File: config.mk
export PLATFORM = sky130hd
export DESIGN_NAME = spi_top
export DESIGN_NICKNAME = d
export VERILOG_FILES = /design/src/rtl/spi_pkg.sv /design/src/rtl/spi_master.sv /design/src/rtl/spi_seq.sv /design/src/rtl/spi_top.sv
export VERILOG_INCLUDE_DIRS = /design/src /design/src/rtl
export SDC_FILE = /design/constraint.sdc
export NUM_CORES = 1
export LEC_CHECK = 0
export BUFFER_PORTS_ARGS = -buffer_cell sky130_fd_sc_hd__buf_2
export CAP_MARGIN = 10
export CELL_PAD_IN_SITES_DETAIL_PLACEMENT = 1
export CELL_PAD_IN_SITES_GLOBAL_PLACEMENT = 1
export CORE_MARGIN = 2
export CORE_UTILIZATION = 47
export DETAILED_ROUTE_END_ITERATION = 6
export GPL_ROUTABILITY_DRIVEN = 0
export HOLD_SLACK_MARGIN = 0.15
export PLACE_DENSITY = 0.95
export SLEW_MARGIN = 30
export SYNTH_ARGS = -nofsm -noshare
export SYNTH_HDL_FRONTEND = slang
export SYNTH_SLANG_ARGS = --single-unit
File: constraint.sdc
create_clock -name sys_clk -period 7.2 [get_ports sys_clk]
set_clock_uncertainty 0.15 [all_clocks]
set_input_delay 0.36 -clock sys_clk [delete_from_list [all_inputs] [get_ports sys_clk]]
set_output_delay 0.36 -clock sys_clk [all_outputs]
set_load 0.01 [all_outputs]
File: src/rtl/spi_params.svh
// SPI master defaults
`ifndef SPI_PARAMS_SVH
`define SPI_PARAMS_SVH

// bus mode defaults, mode 3
`define SPI_CPOL 1'b1 // sclk idle level
`define SPI_CPHA 1'b1 // sample on trailing edge

// sys_clk cycles of cs setup before and hold after the frame
`define SPI_CS_GAP 2

// run-time divider input width
`define SPI_DIV_W 16

// register address width, msb of the address byte is the read flag
`define SPI_ADDR_W 7

`endif

File: src/rtl/spi_pkg.sv
// SPI register access types
`default_nettype none
`include "spi_params.svh"

package spi_pkg;

	typedef enum logic {
		OP_WRITE = 1'b0,
		OP_READ  = 1'b1 // goes out as msb of the address byte
	} spi_op_e;

	typedef struct packed {
		spi_op_e                 op;
		logic [`SPI_ADDR_W-1:0]  addr;
		logic [7:0]              wdata;
	} spi_cmd_t;

	typedef struct packed {
		spi_op_e                 op;    // echoed from the command
		logic [`SPI_ADDR_W-1:0]  addr;  // echoed from the command
		logic [7:0]              rdata; // byte seen in the data phase
	} spi_rsp_t;

	typedef struct packed {
		logic cs;   // active low
		logic sclk;
		logic mosi;
	} spi_bus_t;

	// byte engine
	typedef enum logic [2:0] {
		BYTE_IDLE      = 3'd0,
		BYTE_HALF_WAIT = 3'd1, // count out half an sclk period
		BYTE_EDGE      = 3'd2, // one sclk edge
		BYTE_LAST_HALF = 3'd3, // trailing half after edge 16
		BYTE_ACK       = 3'd4,
		BYTE_FINISH    = 3'd5
	} spi_byte_state_e;

	// transaction sequencer
	typedef enum logic [3:0] {
		SEQ_IDLE      = 4'd0,
		SEQ_CS_SETUP  = 4'd1,
		SEQ_ADDR      = 4'd2,
		SEQ_ADDR_WAIT = 4'd3,
		SEQ_GAP       = 4'd4,
		SEQ_DATA      = 4'd5,
		SEQ_DATA_WAIT = 4'd6,
		SEQ_CS_HOLD   = 4'd7,
		SEQ_RESP      = 4'd8
	} spi_seq_state_e;

endpackage

`default_nettype wire

File: src/rtl/spi_master.sv
// SPI byte engine
`default_nettype none
`include "spi_params.svh"

module spi_master #(
	parameter logic CPOL = `SPI_CPOL, // sclk idle level
	parameter logic CPHA = `SPI_CPHA  // 0 samples on leading edge, 1 on trailing
) (
	input  wire                    sys_clk,
	input  wire                    sys_rst_n,

	input  wire                    cs_ctrl,  // passed straight to the bus
	input  wire [`SPI_DIV_W-1:0]   clk_div,  // half period is clk_div+2 cycles

	input  wire                    wr_req,   // sampled in BYTE_IDLE only
	output logic                   wr_ack,   // one cycle, byte done

	input  wire [7:0]              data_tx,
	output logic [7:0]             data_rx,  // valid from wr_ack onward

	input  wire                    miso,
	output spi_pkg::spi_bus_t      bus
);

	localparam int CNT_W = `SPI_DIV_W + 1; // room for clk_div+1 in the last half

	spi_pkg::spi_byte_state_e state;

	logic [CNT_W-1:0] cnt_clk;      // cycles within the current half period
	logic [3:0]       edge_cnt;     // sclk edges done, 0..15
	logic             sclk;
	logic [7:0]       mosi_shift;
	logic [7:0]       miso_shift;

	logic             at_edge;
	logic             half_done;
	logic             last_done;
	logic             launch_edge;
	logic             capture_edge;

	assign at_edge   = (state == spi_pkg::BYTE_EDGE);
	assign half_done = (cnt_clk == {1'b0, clk_div});
	assign last_done = (cnt_clk == {1'b0, clk_div} + CNT_W'(1)); // full half incl. edge slot

	// mode 0/2 launches on odd edges, mode 1/3 on even edges after the first
	assign launch_edge  = at_edge && (CPHA ? (edge_cnt != 4'd0 && !edge_cnt[0])
	                                       : edge_cnt[0]);
	assign capture_edge = at_edge && (CPHA ? edge_cnt[0] : !edge_cnt[0]);

	assign wr_ack  = (state == spi_pkg::BYTE_ACK);
	assign data_rx = miso_shift;
	assign bus     = '{cs: cs_ctrl, sclk: sclk, mosi: mosi_shift[7]};

	always_ff @(posedge sys_clk) begin
		if (!sys_rst_n) begin
			state <= spi_pkg::BYTE_IDLE;
		end else begin
			case (state)
				spi_pkg::BYTE_IDLE: begin
					if (wr_req)
						state <= spi_pkg::BYTE_HALF_WAIT;
				end
				spi_pkg::BYTE_HALF_WAIT: begin
					if (half_done)
						state <= spi_pkg::BYTE_EDGE;
				end
				spi_pkg::BYTE_EDGE: begin
					if (edge_cnt == 4'd15)
						state <= spi_pkg::BYTE_LAST_HALF; // 16th edge just issued
					else
						state <= spi_pkg::BYTE_HALF_WAIT;
				end
				spi_pkg::BYTE_LAST_HALF: begin
					if (last_done)
						state <= spi_pkg::BYTE_ACK;
				end
				spi_pkg::BYTE_ACK: begin
					state <= spi_pkg::BYTE_FINISH;
				end
				spi_pkg::BYTE_FINISH: begin
					state <= spi_pkg::BYTE_IDLE;
				end
				default: begin
					state <= spi_pkg::BYTE_IDLE;
				end
			endcase
		end
	end

	// half period counter, runs only while waiting
	always_ff @(posedge sys_clk) begin
		if (!sys_rst_n)
			cnt_clk <= '0;
		else if (state == spi_pkg::BYTE_HALF_WAIT || state == spi_pkg::BYTE_LAST_HALF)
			cnt_clk <= cnt_clk + CNT_W'(1);
		else
			cnt_clk <= '0;
	end

	always_ff @(posedge sys_clk) begin
		if (!sys_rst_n)
			edge_cnt <= 4'd0;
		else if (state == spi_pkg::BYTE_IDLE)
			edge_cnt <= 4'd0;
		else if (at_edge)
			edge_cnt <= edge_cnt + 4'd1; // wraps after edge 16
	end

	always_ff @(posedge sys_clk) begin
		if (!sys_rst_n)
			sclk <= CPOL;
		else if (state == spi_pkg::BYTE_IDLE)
			sclk <= CPOL;
		else if (at_edge)
			sclk <= ~sclk; // 16 toggles end back at CPOL
	end

	// msb first, rotated so bit 7 always drives mosi
	always_ff @(posedge sys_clk) begin
		if (!sys_rst_n)
			mosi_shift <= 8'h00;
		else if (state == spi_pkg::BYTE_IDLE && wr_req)
			mosi_shift <= data_tx;
		else if (launch_edge)
			mosi_shift <= {mosi_shift[6:0], mosi_shift[7]};
	end

	always_ff @(posedge sys_clk) begin
		if (capture_edge)
			miso_shift <= {miso_shift[6:0], miso}; // eight captures per byte
	end

endmodule

`default_nettype wire

File: src/rtl/spi_seq.sv
// SPI register transaction sequencer
`default_nettype none
`include "spi_params.svh"

module spi_seq (
	input  wire                 sys_clk,
	input  wire                 sys_rst_n,

	input  wire                 cmd_valid, // one-cycle strobe
	input  wire spi_pkg::spi_cmd_t cmd,
	output logic                busy,
	output logic                rsp_valid, // one-cycle pulse per command
	output spi_pkg::spi_rsp_t   rsp,

	output logic                cs_ctrl,   // active low
	output logic                wr_req,
	input  wire                 wr_ack,
	output logic [7:0]          data_tx,
	input  wire [7:0]           data_rx
);

	localparam int GAP_W = $clog2(`SPI_CS_GAP + 1);

	spi_pkg::spi_seq_state_e state;
	spi_pkg::spi_cmd_t       cmd_q;     // command under way
	logic [7:0]              rdata_q;
	logic [GAP_W-1:0]        gap_cnt;   // cs setup and hold counter

	logic                    accept;
	logic                    gap_done;
	logic [7:0]              addr_byte;
	logic [7:0]              data_byte;

	assign accept   = cmd_valid && (state == spi_pkg::SEQ_IDLE); // dropped while busy
	assign gap_done = (gap_cnt == GAP_W'(`SPI_CS_GAP - 1));

	assign busy      = (state != spi_pkg::SEQ_IDLE);
	assign rsp_valid = (state == spi_pkg::SEQ_RESP);
	assign wr_req    = (state == spi_pkg::SEQ_ADDR) || (state == spi_pkg::SEQ_DATA);

	// read flag in the msb, then the address
	assign addr_byte = {cmd_q.op, cmd_q.addr};
	assign data_byte = (cmd_q.op == spi_pkg::OP_READ) ? 8'h00 : cmd_q.wdata; // dummy on reads
	assign data_tx   = (state == spi_pkg::SEQ_ADDR) ? addr_byte : data_byte;

	assign rsp = '{op: cmd_q.op, addr: cmd_q.addr, rdata: rdata_q};

	always_ff @(posedge sys_clk) begin
		if (!sys_rst_n) begin
			state <= spi_pkg::SEQ_IDLE;
		end else begin
			case (state)
				spi_pkg::SEQ_IDLE: begin
					if (accept)
						state <= spi_pkg::SEQ_CS_SETUP;
				end
				spi_pkg::SEQ_CS_SETUP: begin
					if (gap_done)
						state <= spi_pkg::SEQ_ADDR;
				end
				spi_pkg::SEQ_ADDR: begin
					state <= spi_pkg::SEQ_ADDR_WAIT;
				end
				spi_pkg::SEQ_ADDR_WAIT: begin
					if (wr_ack)
						state <= spi_pkg::SEQ_GAP;
				end
				spi_pkg::SEQ_GAP: begin
					state <= spi_pkg::SEQ_DATA; // engine sits in BYTE_FINISH here
				end
				spi_pkg::SEQ_DATA: begin
					state <= spi_pkg::SEQ_DATA_WAIT;
				end
				spi_pkg::SEQ_DATA_WAIT: begin
					if (wr_ack)
						state <= spi_pkg::SEQ_CS_HOLD;
				end
				spi_pkg::SEQ_CS_HOLD: begin
					if (gap_done)
						state <= spi_pkg::SEQ_RESP;
				end
				spi_pkg::SEQ_RESP: begin
					state <= spi_pkg::SEQ_IDLE;
				end
				default: begin
					state <= spi_pkg::SEQ_IDLE;
				end
			endcase
		end
	end

	always_ff @(posedge sys_clk) begin
		if (!sys_rst_n)
			gap_cnt <= '0;
		else if ((state == spi_pkg::SEQ_CS_SETUP || state == spi_pkg::SEQ_CS_HOLD)
		         && !gap_done)
			gap_cnt <= gap_cnt + GAP_W'(1);
		else
			gap_cnt <= '0;
	end

	// registered so cs never glitches on state changes
	always_ff @(posedge sys_clk) begin
		if (!sys_rst_n)
			cs_ctrl <= 1'b1;
		else if (accept)
			cs_ctrl <= 1'b0; // falls as busy rises
		else if (state == spi_pkg::SEQ_CS_HOLD && gap_done)
			cs_ctrl <= 1'b1; // high again during SEQ_RESP
	end

	always_ff @(posedge sys_clk) begin
		if (accept)
			cmd_q <= cmd;
	end

	always_ff @(posedge sys_clk) begin
		if (state == spi_pkg::SEQ_DATA_WAIT && wr_ack)
			rdata_q <= data_rx; // data phase byte
	end

endmodule

`default_nettype wire

File: src/rtl/spi_top.sv
// SPI register master top
`default_nettype none
`include "spi_params.svh"

module spi_top (
	input  wire                    sys_clk,
	input  wire                    sys_rst_n,

	input  wire [`SPI_DIV_W-1:0]   div,       // keep steady while busy
	input  wire                    cmd_valid,
	input  wire spi_pkg::spi_cmd_t cmd,
	output logic                   busy,
	output logic                   rsp_valid,
	output spi_pkg::spi_rsp_t      rsp,

	output spi_pkg::spi_bus_t      spi_out,
	input  wire                    miso
);

	logic       cs_ctrl;
	logic       wr_req;
	logic       wr_ack;
	logic [7:0] data_tx;
	logic [7:0] data_rx;

	spi_seq u_seq (
		.sys_clk   (sys_clk),
		.sys_rst_n (sys_rst_n),
		.cmd_valid (cmd_valid),
		.cmd       (cmd),
		.busy      (busy),
		.rsp_valid (rsp_valid),
		.rsp       (rsp),
		.cs_ctrl   (cs_ctrl),
		.wr_req    (wr_req),
		.wr_ack    (wr_ack),
		.data_tx   (data_tx),
		.data_rx   (data_rx)
	);

	spi_master #(
		.CPOL (`SPI_CPOL),
		.CPHA (`SPI_CPHA)
	) u_master (
		.sys_clk   (sys_clk),
		.sys_rst_n (sys_rst_n),
		.cs_ctrl   (cs_ctrl),
		.clk_div   (div),
		.wr_req    (wr_req),
		.wr_ack    (wr_ack),
		.data_tx   (data_tx),
		.data_rx   (data_rx),
		.miso      (miso),
		.bus       (spi_out)
	);

endmodule

`default_nettype wire

==> results.cfg, run 1 <==
[route]
wl_met3_um = 538
drt_wl_total_mm = 10.23
num_vias = 3178
wl_met1_mm = 4.055
drt_iter0_drc = 137
drt-vias-per-instance = 5.726
wl_met2_mm = 5.397
ant_nets = 0
dr.pass1.iters = 4
avgRoutedWirePerCell_um = 18.44
drc = 0
top_layer_used = met4

[clocking]
cts_buffer_depth = 2
cts_resized = 0
cts_tree = done
clockRootBuffer = clkbuf_8
insertion_delay_ns = 0.36
cts.sinks = 72
htreeDepth = 3
cts-hold-fix-buffers = 17
cts_setup_buffers = 0
clkTransAtPathRegs_ns = 0.08
numCtsBuffers = 9

[finish]
final_util_pct = 56.74
final_common_cell = buf_2
drive_above_1_share_pct = 18.32
synthToLayoutAreaGrowth_pct = 16.98
layout_common_cells = buf_2 (56), nand2_1 (42), dfxtp_1 (40)
final_nets = 490
fin_area_um2 = 4362
instances_no_fill = 555
antennaDiodeCount = 0

[floorplanning]
fp.dieH_um = 93.07
fp.dieW_um = 93.07
die_area_um2 = 8662
start_util_pct = 48.50
pin_count = 57
design.core.area_um2 = 7687
fp-row-count = 32

[timing]
drv_slew = 0
max-slew-margin-rel_pct = 48.23
hold_viol_final = 0
period_share_pct = 31.31
min_period_ns = 2.254
finalSetupTns_ns = 0
worstMarginPinSlew_ns = 0.7765
setup_viol = 0
rsz0062_at_grt = false
timing.fmax_mhz = 443.6

[yosys]
ys.warnings.count = 0
syn_area_um2 = 3729
ys_seq_elements = 72
synth_cell_types = 52
synth_top_area_share_pct = 25.77
syn_area_per_cell_um2 = 9.392
synth_ff_type = dfxtp_1
synth-seq-area-share_pct = 47.25
netlist_instances = 397
postSynthNetCount = 438
ys_top_cells_by_area = edfxtp_1 (26%), dfxtp_1 (21%), xnor2_1 (4.7%)
synth-edff-count = 32
synth-async-reset-ratio_pct = 0
synth_area_leader_cell = edfxtp_1

[job]
drv_cap = 0

[status]
status = completed

[power_and_ir_drop]
switching_share_pct = 27.39
power_frac_comb_pct = 15.2
p_sw_uw = 264.8
seqPwrFrac_pct = 49.1
p_leak_nw = 1.749
power_uw = 966.9
vdd_ir_drop_max_uv = 140.2
p_int_uw = 702.1
p_clk_share_pct = 35.7
powerDensity_nw_per_um2 = 221.7

[worst_setup_path]
critPathMaxFanout = 8
critical_path_required_ns = 6.69
reg2reg_depth = 5
rr_endpoint = u_master.mosi_shift[2]$_SDFFE_PN0P_
reg2reg_slack_ns = 5.00
start_kind = flip-flop
path_class = reg -> out
worst_ep_arrival_time_ns = 1.74
crit_start = u_seq.state[3]$_SDFFE_PN0P_
cp-endpoint = rsp_valid
cp-end-kind = output pin
r2r_start = u_seq.state[2]$_SDFFE_PN0P_

[global_route]
grt_pass1_wl_mm = 16.97
track_usage_pct = 25.34
antenna_found_initial = 0
grt_pass1_vias = 3376
overflow = 0
grt_max_degree = 20

[place]
placed_cell_area_um2 = 3969
hpwl_mm = 6.572
placed_cells = 523
io_buffers = 56

[worst_hold_path]
hold_path_class = in -> reg
## routing by layer
layer | global-route usage, % | vias to the layer above
met4 | 10.66 | 0
met2 | 45.59 | 106
met5 | 0 | -
met1 | 29.72 | 1554
li1 | - | 1498
met3 | 4.351 | 20
## how the worst min path moves through the flow
stage,from,to,slack (ns),cells after the start
after detailed placement,u_master.data_rx[7]$_DFFE_PP_,u_seq.rdata_q[7]$_DFFE_PP_,0.26,0
after global placement,u_master.data_rx[7]$_DFFE_PP_,u_seq.rdata_q[7]$_DFFE_PP_,0.25,0
final,sys_rst_n,u_seq.cs_ctrl$_SDFFE_PN1P_,0.21,2
after global routing,sys_rst_n,u_seq.cs_ctrl$_SDFFE_PN1P_,0.22,2
after floorplan,u_seq.gap_cnt[0]$_SDFF_PN0_,u_seq.gap_cnt[0]$_SDFF_PN0_,0.25,1
after CTS,sys_rst_n,u_seq.cs_ctrl$_SDFFE_PN1P_,0.19,2
## through the flow
step                hold WS, ns  setup slack, ns
floorplan                0.2461            4.901
global placement         0.2510            4.732
detailed placement       0.2557            4.632
CTS                      0.1893            4.870
global route             0.2160            4.802
finish                   0.2112            4.946
## final cells by class
class                           count  area [µm²]
Clock buffer                       11       131.4
Clock inverter                      4       71.32
Fill cell                         893        3326
Inverter                           11       41.29
Multi-Input combinational cell    282        1778
Sequential cell                    72        1762
Tap cell                          102       127.6
Timing Repair Buffer               73       450.4
## sequential cells by signal, indices dropped and copies added (netlist names)
signal	flops
u_seq.rsp	8
u_seq.cs_ctrl	1
u_seq.gap_cnt	2
u_seq.cmd_q	8
u_seq.rdata_q	8
u_master.edge_cnt	4
u_master.data_rx	8
u_master.state	3
u_master.cnt_clk	17
u_seq.state	4
u_master.mosi_shift	8
u_master.sclk	1
## power groups by stage
stage	combinational [mW]	clock (mW)	sequential (mW)
3_5_place_dp	0.133	0	0.482
6_report	0.147	0.345	0.475
3_3_place_gp	0.125	0	0.480
2_1_floorplan	0.107	0	0.467
4_1_cts	0.142	0.346	0.473
5_1_grt	0.164	0.365	0.478
## cell families (layout without fill, tap and decap cells)
| group | count (synthesis) | in the layout | synth area share [%] |
|---|---|---|---|
| simple gates | 180 | 180 | 25.94 |
| mux | 9 | 9 | 2.450 |
| flops | 72 | 72 | 47.25 |
| buf+inv | 43 | 99 | 5.772 |
| compound gates | 53 | 53 | 8.692 |
| fa+ha+maj | 5 | 5 | 1.678 |
| xor+xnor | 35 | 35 | 8.222 |
## cells in the mapped netlist, types with 2 or more instances
master    count
nand2b_1      2
nor2_1       37
nor3_2        2
o211ai_1      2
a31oi_1       6
nand4_1      11
nor3b_1      11
nor3_1        8
mux2i_1       8
dfxtp_1      40
and3_1       19
xor2_1       15
buf_4        14
a211o_1       2
and2_1        2
nand4_2       2
clkbuf_1     17
nand2_1      42
nor2b_1       5
nor4_1        2
o21ai_0      16
edfxtp_1     32
inv_1        11
a21oi_1      16
or3_1         6
or2_2         3
nand3b_1      2
xnor2_1      20
ha_1          5
nand3_1      17
## worst max-delay path, cell delays in order, from the launching register on
cell and delay, ns:
dfxtp_1 0.63, inv_1 0.17, nor4_1 0.37, buf_2 0.22
Power figures use the tool's default switching activity.
==> run 2: changes to the inputs <==
--- a/config.mk
+++ b/config.mk
@@ -6,16 +6,17 @@
 export SDC_FILE = /design/constraint.sdc
 export NUM_CORES = 1
 export LEC_CHECK = 0
+export ABC_AREA = 1
 export BUFFER_PORTS_ARGS = -buffer_cell sky130_fd_sc_hd__buf_2
 export CAP_MARGIN = 10
 export CELL_PAD_IN_SITES_DETAIL_PLACEMENT = 1
 export CELL_PAD_IN_SITES_GLOBAL_PLACEMENT = 1
 export CORE_MARGIN = 2
-export CORE_UTILIZATION = 47
+export CORE_UTILIZATION = 37
 export DETAILED_ROUTE_END_ITERATION = 6
 export GPL_ROUTABILITY_DRIVEN = 0
 export HOLD_SLACK_MARGIN = 0.15
-export PLACE_DENSITY = 0.95
+export PLACE_DENSITY = 0.86
 export SLEW_MARGIN = 30
 export SYNTH_ARGS = -nofsm -noshare
 export SYNTH_HDL_FRONTEND = slang
==> constraint.sdc (replaced) <==
create_clock -name sys_clk -period 1.9 [get_ports sys_clk]
set_clock_uncertainty 0.15 [all_clocks]
set_input_delay 0.095 -clock sys_clk [delete_from_list [all_inputs] [get_ports sys_clk]]
set_output_delay 0.095 -clock sys_clk [all_outputs]
set_load 0.01 [all_outputs]
==> results.cfg, run 2 <==
[worst_setup_path]
cp-end-kind = flip-flop
path_class = reg -> reg
worst_ep_arrival_time_ns = 2.04
slowest_delay_ns = 0.47
slowest_stage = dfxtp_1
start_kind = flip-flop
reg2reg_depth = 12
r2r_start = u_master.cnt_clk[10]$_SDFF_PN0_
critical_path_required_ns = 2.00
reg2reg_slack_ns = -0.04
rr_endpoint = u_master.state[0]$_SDFFE_PN0P_
critPathMaxFanout = 5
critical_path.cell_chain = xnor2_2, inv_1, nand2_1, nand2_1, a21oi_1, nand2_1, nor2_1, nand2_1, nand2_2, nand3_2, nand2_1, inv_1
cp_common_cell = nand2_1

[timing]
drv_slew = 0
setup_viol = 2
max-slew-margin-rel_pct = 72.35
hold_viol_final = 0
min_period_ns = 1.940
period_share_pct = 102.1
fin_hold_ws_ns = 0.2732
rsz0062_at_grt = true
timing.fmax_mhz = 515.4
worstMarginPinSlew_ns = 0.4116
fin_ws_ns = -0.04014

[power_and_ir_drop]
switching_share_pct = 35.87
p_clk_share_pct = 25.3
power_mw = 4.234
p_int_mw = 2.715
power_frac_comb_pct = 28.8
p_sw_mw = 1.519
seqPwrFrac_pct = 46.0
vdd_ir_drop_max_uv = 584.5
powerDensity_nw_per_um2 = 882.8
p_leak_nw = 2.048

[place]
hpwl_mm = 7.718
io_buffers = 56
placed_cells = 682
placed_cell_area_um2 = 4194

[clocking]
insertion_delay_ns = 0.35
htreeDepth = 3
cts.sinks = 72
cts_tree = done
clockRootBuffer = clkbuf_8
numCtsBuffers = 9
cts_buffer_depth = 2
clkTransAtPathRegs_ns = 0.08

[finish]
fin_area_um2 = 4796
final_nets = 634
largest_reg_flops = 17
antennaDiodeCount = 0
synthToLayoutAreaGrowth_pct = 27.38
layout_common_cells = nand2_1 (142), inv_1 (65), buf_2 (56)
drive_above_1_share_pct = 24.08
final_common_cell = nand2_1
instances_no_fill = 731
largest-register = u_master.cnt_clk

[route]
num_vias = 3531
ant_nets = 0
drt_iter0_drc = 98
dr.pass1.iters = 4
drt_wl_total_mm = 10.83
avgRoutedWirePerCell_um = 14.81
drt-vias-per-instance = 4.830
drc = 0

[global_route]
grt_max_degree = 18
track_usage_pct = 20.55
antenna_found_initial = 0
overflow = 0
grt_pass1_wl_mm = 18.06
grt_pass1_vias = 3874

[worst_hold_path]
hp-start = u_seq.gap_cnt[0]$_SDFF_PN0_
min_to = u_seq.gap_cnt[0]$_SDFF_PN0_
worstHoldPathCells = 1
hold_path_class = reg -> reg

[job]
drv_cap = 0

[yosys]
syn_area_per_cell_um2 = 7.575
netlist_instances = 497
synth-edff-count = 32
synth-seq-area-share_pct = 46.79
postSynthNetCount = 538
synth_area_leader_cell = edfxtp_1
yosysMostFrequentCell = nand2_1
ys_seq_elements = 72
synth-async-reset-ratio_pct = 0
synthTopCellsByCount = nand2_1 (146), inv_1 (66), nor2_1 (57), dfxtp_1 (40), edfxtp_1 (32)
ys.warnings.count = 0
ys_top_cells_by_area = edfxtp_1 (26%), dfxtp_1 (21%), nand2_1 (15%)
synth_top_area_share_pct = 25.52
syn_area_um2 = 3765
synth_cell_types = 34
synth_ff_type = dfxtp_1

[status]
violations = negative setup slack
status = complete, but fails checks

[floorplanning]
die_area_um2 = 11000
fp-row-count = 36
pin_count = 57
fp.dieH_um = 104.9
fp.dieW_um = 104.9
design.core.area_um2 = 9819
start_util_pct = 38.34
==> run 2: cell count changes after synthesis, moves of 8 or more <==
cell / delta
and3_1: -19
nand2_1: +104
nor2_1: +20
inv_1: +55
nand3_1: +12
xor2_1: -11
nor3b_1: -10
mux2i_1: -8
xnor2_1: -12
clkbuf_1: -15
==> run 2: what timing repair did <==
| item | 4_1_cts | 5_1_grt |
|---|---|---|
| hold endpoints to repair | 25 | 0 |
| pin swaps | 5 | 15 |
| setup buffers | 11 | 3 |
| setup endpoints to repair | 2 | 11 |
| resized for setup | 10 | 27 |
| hold buffers | 19 | 0 |
==> run 2: stage by stage <==
stage	setup slack (ns)	util [%]	TNS (ns)
2_1_floorplan	0.1213	-	0
3_3_place_gp	-0.01175	42.71	-0.01441
3_5_place_dp	-0.1479	42.71	-0.3981
4_1_cts	-0.005435	47.55	-0.005435
5_1_grt	-0.1485	48.84	-0.5670
6_report	-0.04014	48.84	-0.04480
==> run 2: worst max path at each step <==
stage          depth (start not counted)                                 to                             from
3_5_place_dp                          15     u_master.state[1]$_SDFFE_PN0P_                           div[0]
4_1_cts                               13    u_master.cnt_clk[16]$_SDFF_PN0_   u_master.cnt_clk[1]$_SDFF_PN0_
3_3_place_gp                          15     u_master.state[1]$_SDFFE_PN0P_                           div[0]
6_report                              12     u_master.state[0]$_SDFFE_PN0P_  u_master.cnt_clk[10]$_SDFF_PN0_
5_1_grt                               13     u_master.state[0]$_SDFFE_PN0P_   u_master.cnt_clk[1]$_SDFF_PN0_
2_1_floorplan                          7  u_master.edge_cnt[3]$_SDFFE_PP0P_   u_master.state[1]$_SDFFE_PN0P_
==> run 2: logic make-up (layout without fill, tap and decap cells) <==
group | Yosys count | after routing | synth area share (%)
XOR/XNOR | 12 | 12 | 2.792
adder cells (fa/ha/maj) | 5 | 5 | 1.662
AO/OA/AOI/OAI | 55 | 55 | 8.807
AND/OR/NAND/NOR | 267 | 267 | 30.21
flip-flops | 72 | 72 | 46.79
buffers and inverters | 86 | 187 | 9.737
==> run 2: per-layer routing <==
| metal | routed length (µm) | track usage, % |
|---|---|---|
| met5 | 0 | 0 |
| met4 | 169 | 5.619 |
| met3 | 332 | 4.429 |
| met2 | 5873 | 39.01 |
| met1 | 4452 | 22.91 |
==> run 2: critical path, delay by kind of cell (launching register included) <==
kind            cells  cell delay (ns)
simple gates        8             0.74
buf+inv             2             0.11
xor+xnor            1             0.17
flops               1             0.47
compound gates      1             0.18
==> run 2: area by class of cell <==
cell class / instances / area [µm²]
Sequential cell: 72 / 1770
Clock buffer: 9 / 123.9
Tap cell: 133 / 166.4
Clock inverter: 7 / 47.55
Fill cell: 1273 / 5024
Timing Repair Buffer: 99 / 654.4
Multi-Input combinational cell: 339 / 1759
Inverter: 72 / 274.0
==> run 2: power groups by stage <==
stage / registers [mW] / logic [mW] / clock network (mW)
finish: 1.95 / 1.22 / 1.07
floorplan: 1.94 / 0.793 / 0
global placement: 1.96 / 1.01 / 0
global route: 1.96 / 1.37 / 1.16
CTS: 1.94 / 1.15 / 1.10
detailed placement: 1.97 / 1.10 / 0
==> run 3: changes to the inputs <==
--- a/config.mk
+++ b/config.mk
@@ -6,13 +6,12 @@
 export SDC_FILE = /design/constraint.sdc
 export NUM_CORES = 1
 export LEC_CHECK = 0
-export ABC_AREA = 1
 export BUFFER_PORTS_ARGS = -buffer_cell sky130_fd_sc_hd__buf_2
 export CAP_MARGIN = 10
 export CELL_PAD_IN_SITES_DETAIL_PLACEMENT = 1
 export CELL_PAD_IN_SITES_GLOBAL_PLACEMENT = 1
 export CORE_MARGIN = 2
-export CORE_UTILIZATION = 37
+export CORE_UTILIZATION = 39
 export DETAILED_ROUTE_END_ITERATION = 6
 export GPL_ROUTABILITY_DRIVEN = 0
 export HOLD_SLACK_MARGIN = 0.15
==> results.cfg, run 3 (synthesis gave the netlist of run 1 again) <==
[timing]
max-slew-margin-rel_pct = 73.48
hold_viol_final = 0
drv_slew = 0
rsz0062_at_grt = true
setup_viol = 0
finalSetupTns_ns = 0
worstMarginPinSlew_ns = 0.3949
period_share_pct = 98.03
timing.fmax_mhz = 536.9
min_period_ns = 1.863
fin_ws_ns = 0.03736

[clocking]
htreeDepth = 3
insertion_delay_ns = 0.37
clockRootBuffer = clkbuf_8
cts.sinks = 72
numCtsBuffers = 9
cts_buffer_depth = 2
cts_tree = done
clkTransAtPathRegs_ns = 0.09

[worst_setup_path]
reg2reg_depth = 6
critPathMaxFanout = 3
critical_path.cell_chain = xor2_1, xnor2_1, nand4_1, nor4b_2, o2111a_2, o31ai_1
worst_ep_arrival_time_ns = 1.96
slowest_delay_ns = 0.37
cp-end-kind = flip-flop
reg2reg_slack_ns = 0.04
critical_path_required_ns = 2.00
slowest_stage = dfxtp_1
start_kind = flip-flop
r2r_start = u_master.cnt_clk[10]$_SDFF_PN0_
rr_endpoint = u_master.state[0]$_SDFFE_PN0P_
path_class = reg -> reg

[worst_hold_path]
min_to = u_seq.gap_cnt[0]$_SDFF_PN0_
hold_path_class = reg -> reg
hp-start = u_seq.gap_cnt[0]$_SDFF_PN0_
worstHoldPathCells = 1

[floorplanning]
fp.dieH_um = 101.8
design.core.area_um2 = 9240
fp.dieW_um = 101.8
die_area_um2 = 10360
fp-row-count = 35
pin_count = 57
start_util_pct = 40.35

[finish]
drive_above_1_share_pct = 27.57
synthToLayoutAreaGrowth_pct = 27.99
layout_common_cells = buf_2 (56), nand2_1 (42), buf_4 (39), dfxtp_1 (39), nor2_1 (35)
final_common_cell = buf_2
final_util_pct = 51.65
instances_no_fill = 626
largest-register = u_master.cnt_clk
antennaDiodeCount = 0
final_nets = 533
largest_reg_flops = 17

[route]
drt-vias-per-instance = 5.262
drc = 0
ant_nets = 0
avgRoutedWirePerCell_um = 16.24
dr.pass1.iters = 4
num_vias = 3294
drt_wl_total_mm = 10.16
drt_iter0_drc = 144

[power_and_ir_drop]
power_mw = 3.628
p_leak_nw = 1.970
vdd_ir_drop_max_uv = 427.4
powerDensity_nw_per_um2 = 760.3

[global_route]
track_usage_pct = 20.86
grt_max_degree = 18
grt_pass1_vias = 3490
antenna_found_initial = 0
overflow = 0
grt_pass1_wl_mm = 16.84

[place]
io_buffers = 56
placed_cells = 589
hpwl_mm = 7.068
pre_cts_slack_ns = -0.2052

[status]
status = completed

[job]
drv_cap = 0
run 3: cell types whose count changed in the layout (fill, tap and decap cells not counted), moves of 14 or more:
cell / change
nand2_1: -100
xnor2_1: +14
buf_4: +16
inv_1: -54
and3_1: +19
nor2_1: -19
run 3: routing by layer:
metal  vias to the layer above  GRT usage (%)  part of all wire [%]
met5                         -              0                     0
met4                         0          8.316                   2.3
met3                        21          2.899                   3.3
met2                        65          36.94                    52
met1                      1621          25.48                    42
li1                       1587              -                     -
run 3: area by class of cell:
class / instances / area, µm²
fill: 1081 / 4468
clock buffer: 9 / 123.9
inverter: 11 / 41.29
sequential: 72 / 1765
tap: 129 / 161.4
multi-input combinational: 282 / 1815
timing repair buffer: 116 / 803.3
clock inverter: 7 / 61.31
run 3: through the flow:
stage                     hold WS (ns)  area, µm²
final                           0.2737       4772
after floorplan                0.04387       3749
after global routing            0.2848       4772
after CTS                       0.2731       4750
after global placement          0.1218       4325
after detailed placement        0.1233       4325
run 3: timing repair:
action	in CTS	in global routing
setup endpoints to repair	3	10
hold buffers	19	0
resized for setup	7	5
gates cloned	0	0
setup buffers	2	0
pin swaps	6	5
hold endpoints to repair	38	0
run 3: how the worst max path moves through the flow:
stage	from	end	slack (ns)
floorplan	u_master.state[1]$_SDFFE_PN0P_	u_seq.rdata_q[0]$_DFFE_PP_	-0.02
global placement	div[0]	u_master.state[2]$_SDFFE_PN0P_	-0.10
detailed placement	div[0]	u_master.state[0]$_SDFFE_PN0P_	-0.21
CTS	u_master.cnt_clk[4]$_SDFF_PN0_	u_master.state[0]$_SDFFE_PN0P_	-0.01
global route	u_master.cnt_clk[4]$_SDFF_PN0_	u_master.state[2]$_SDFFE_PN0P_	-0.05
finish	u_master.cnt_clk[10]$_SDFF_PN0_	u_master.state[0]$_SDFFE_PN0P_	0.04
run 3: critical path, delay by kind of cell (launching register included):
| kind | cells | cell delay [ns] |
|---|---|---|
| and+or+nand+nor | 2 | 0.41 |
| xor gates and xnor gates | 2 | 0.48 |
| DFF | 1 | 0.37 |
| AOI/OAI and AO/OA | 2 | 0.36 |
run 3: where the power goes:
part / internal [mW] / switching, mW / leakage [nW]
combinational: 0.313 / 0.381 / 1.26
sequential: 1.70 / 0.0583 / 0.620
clock: 0.498 / 0.673 / 0.0888
total: 2.52 / 1.11 / 1.97
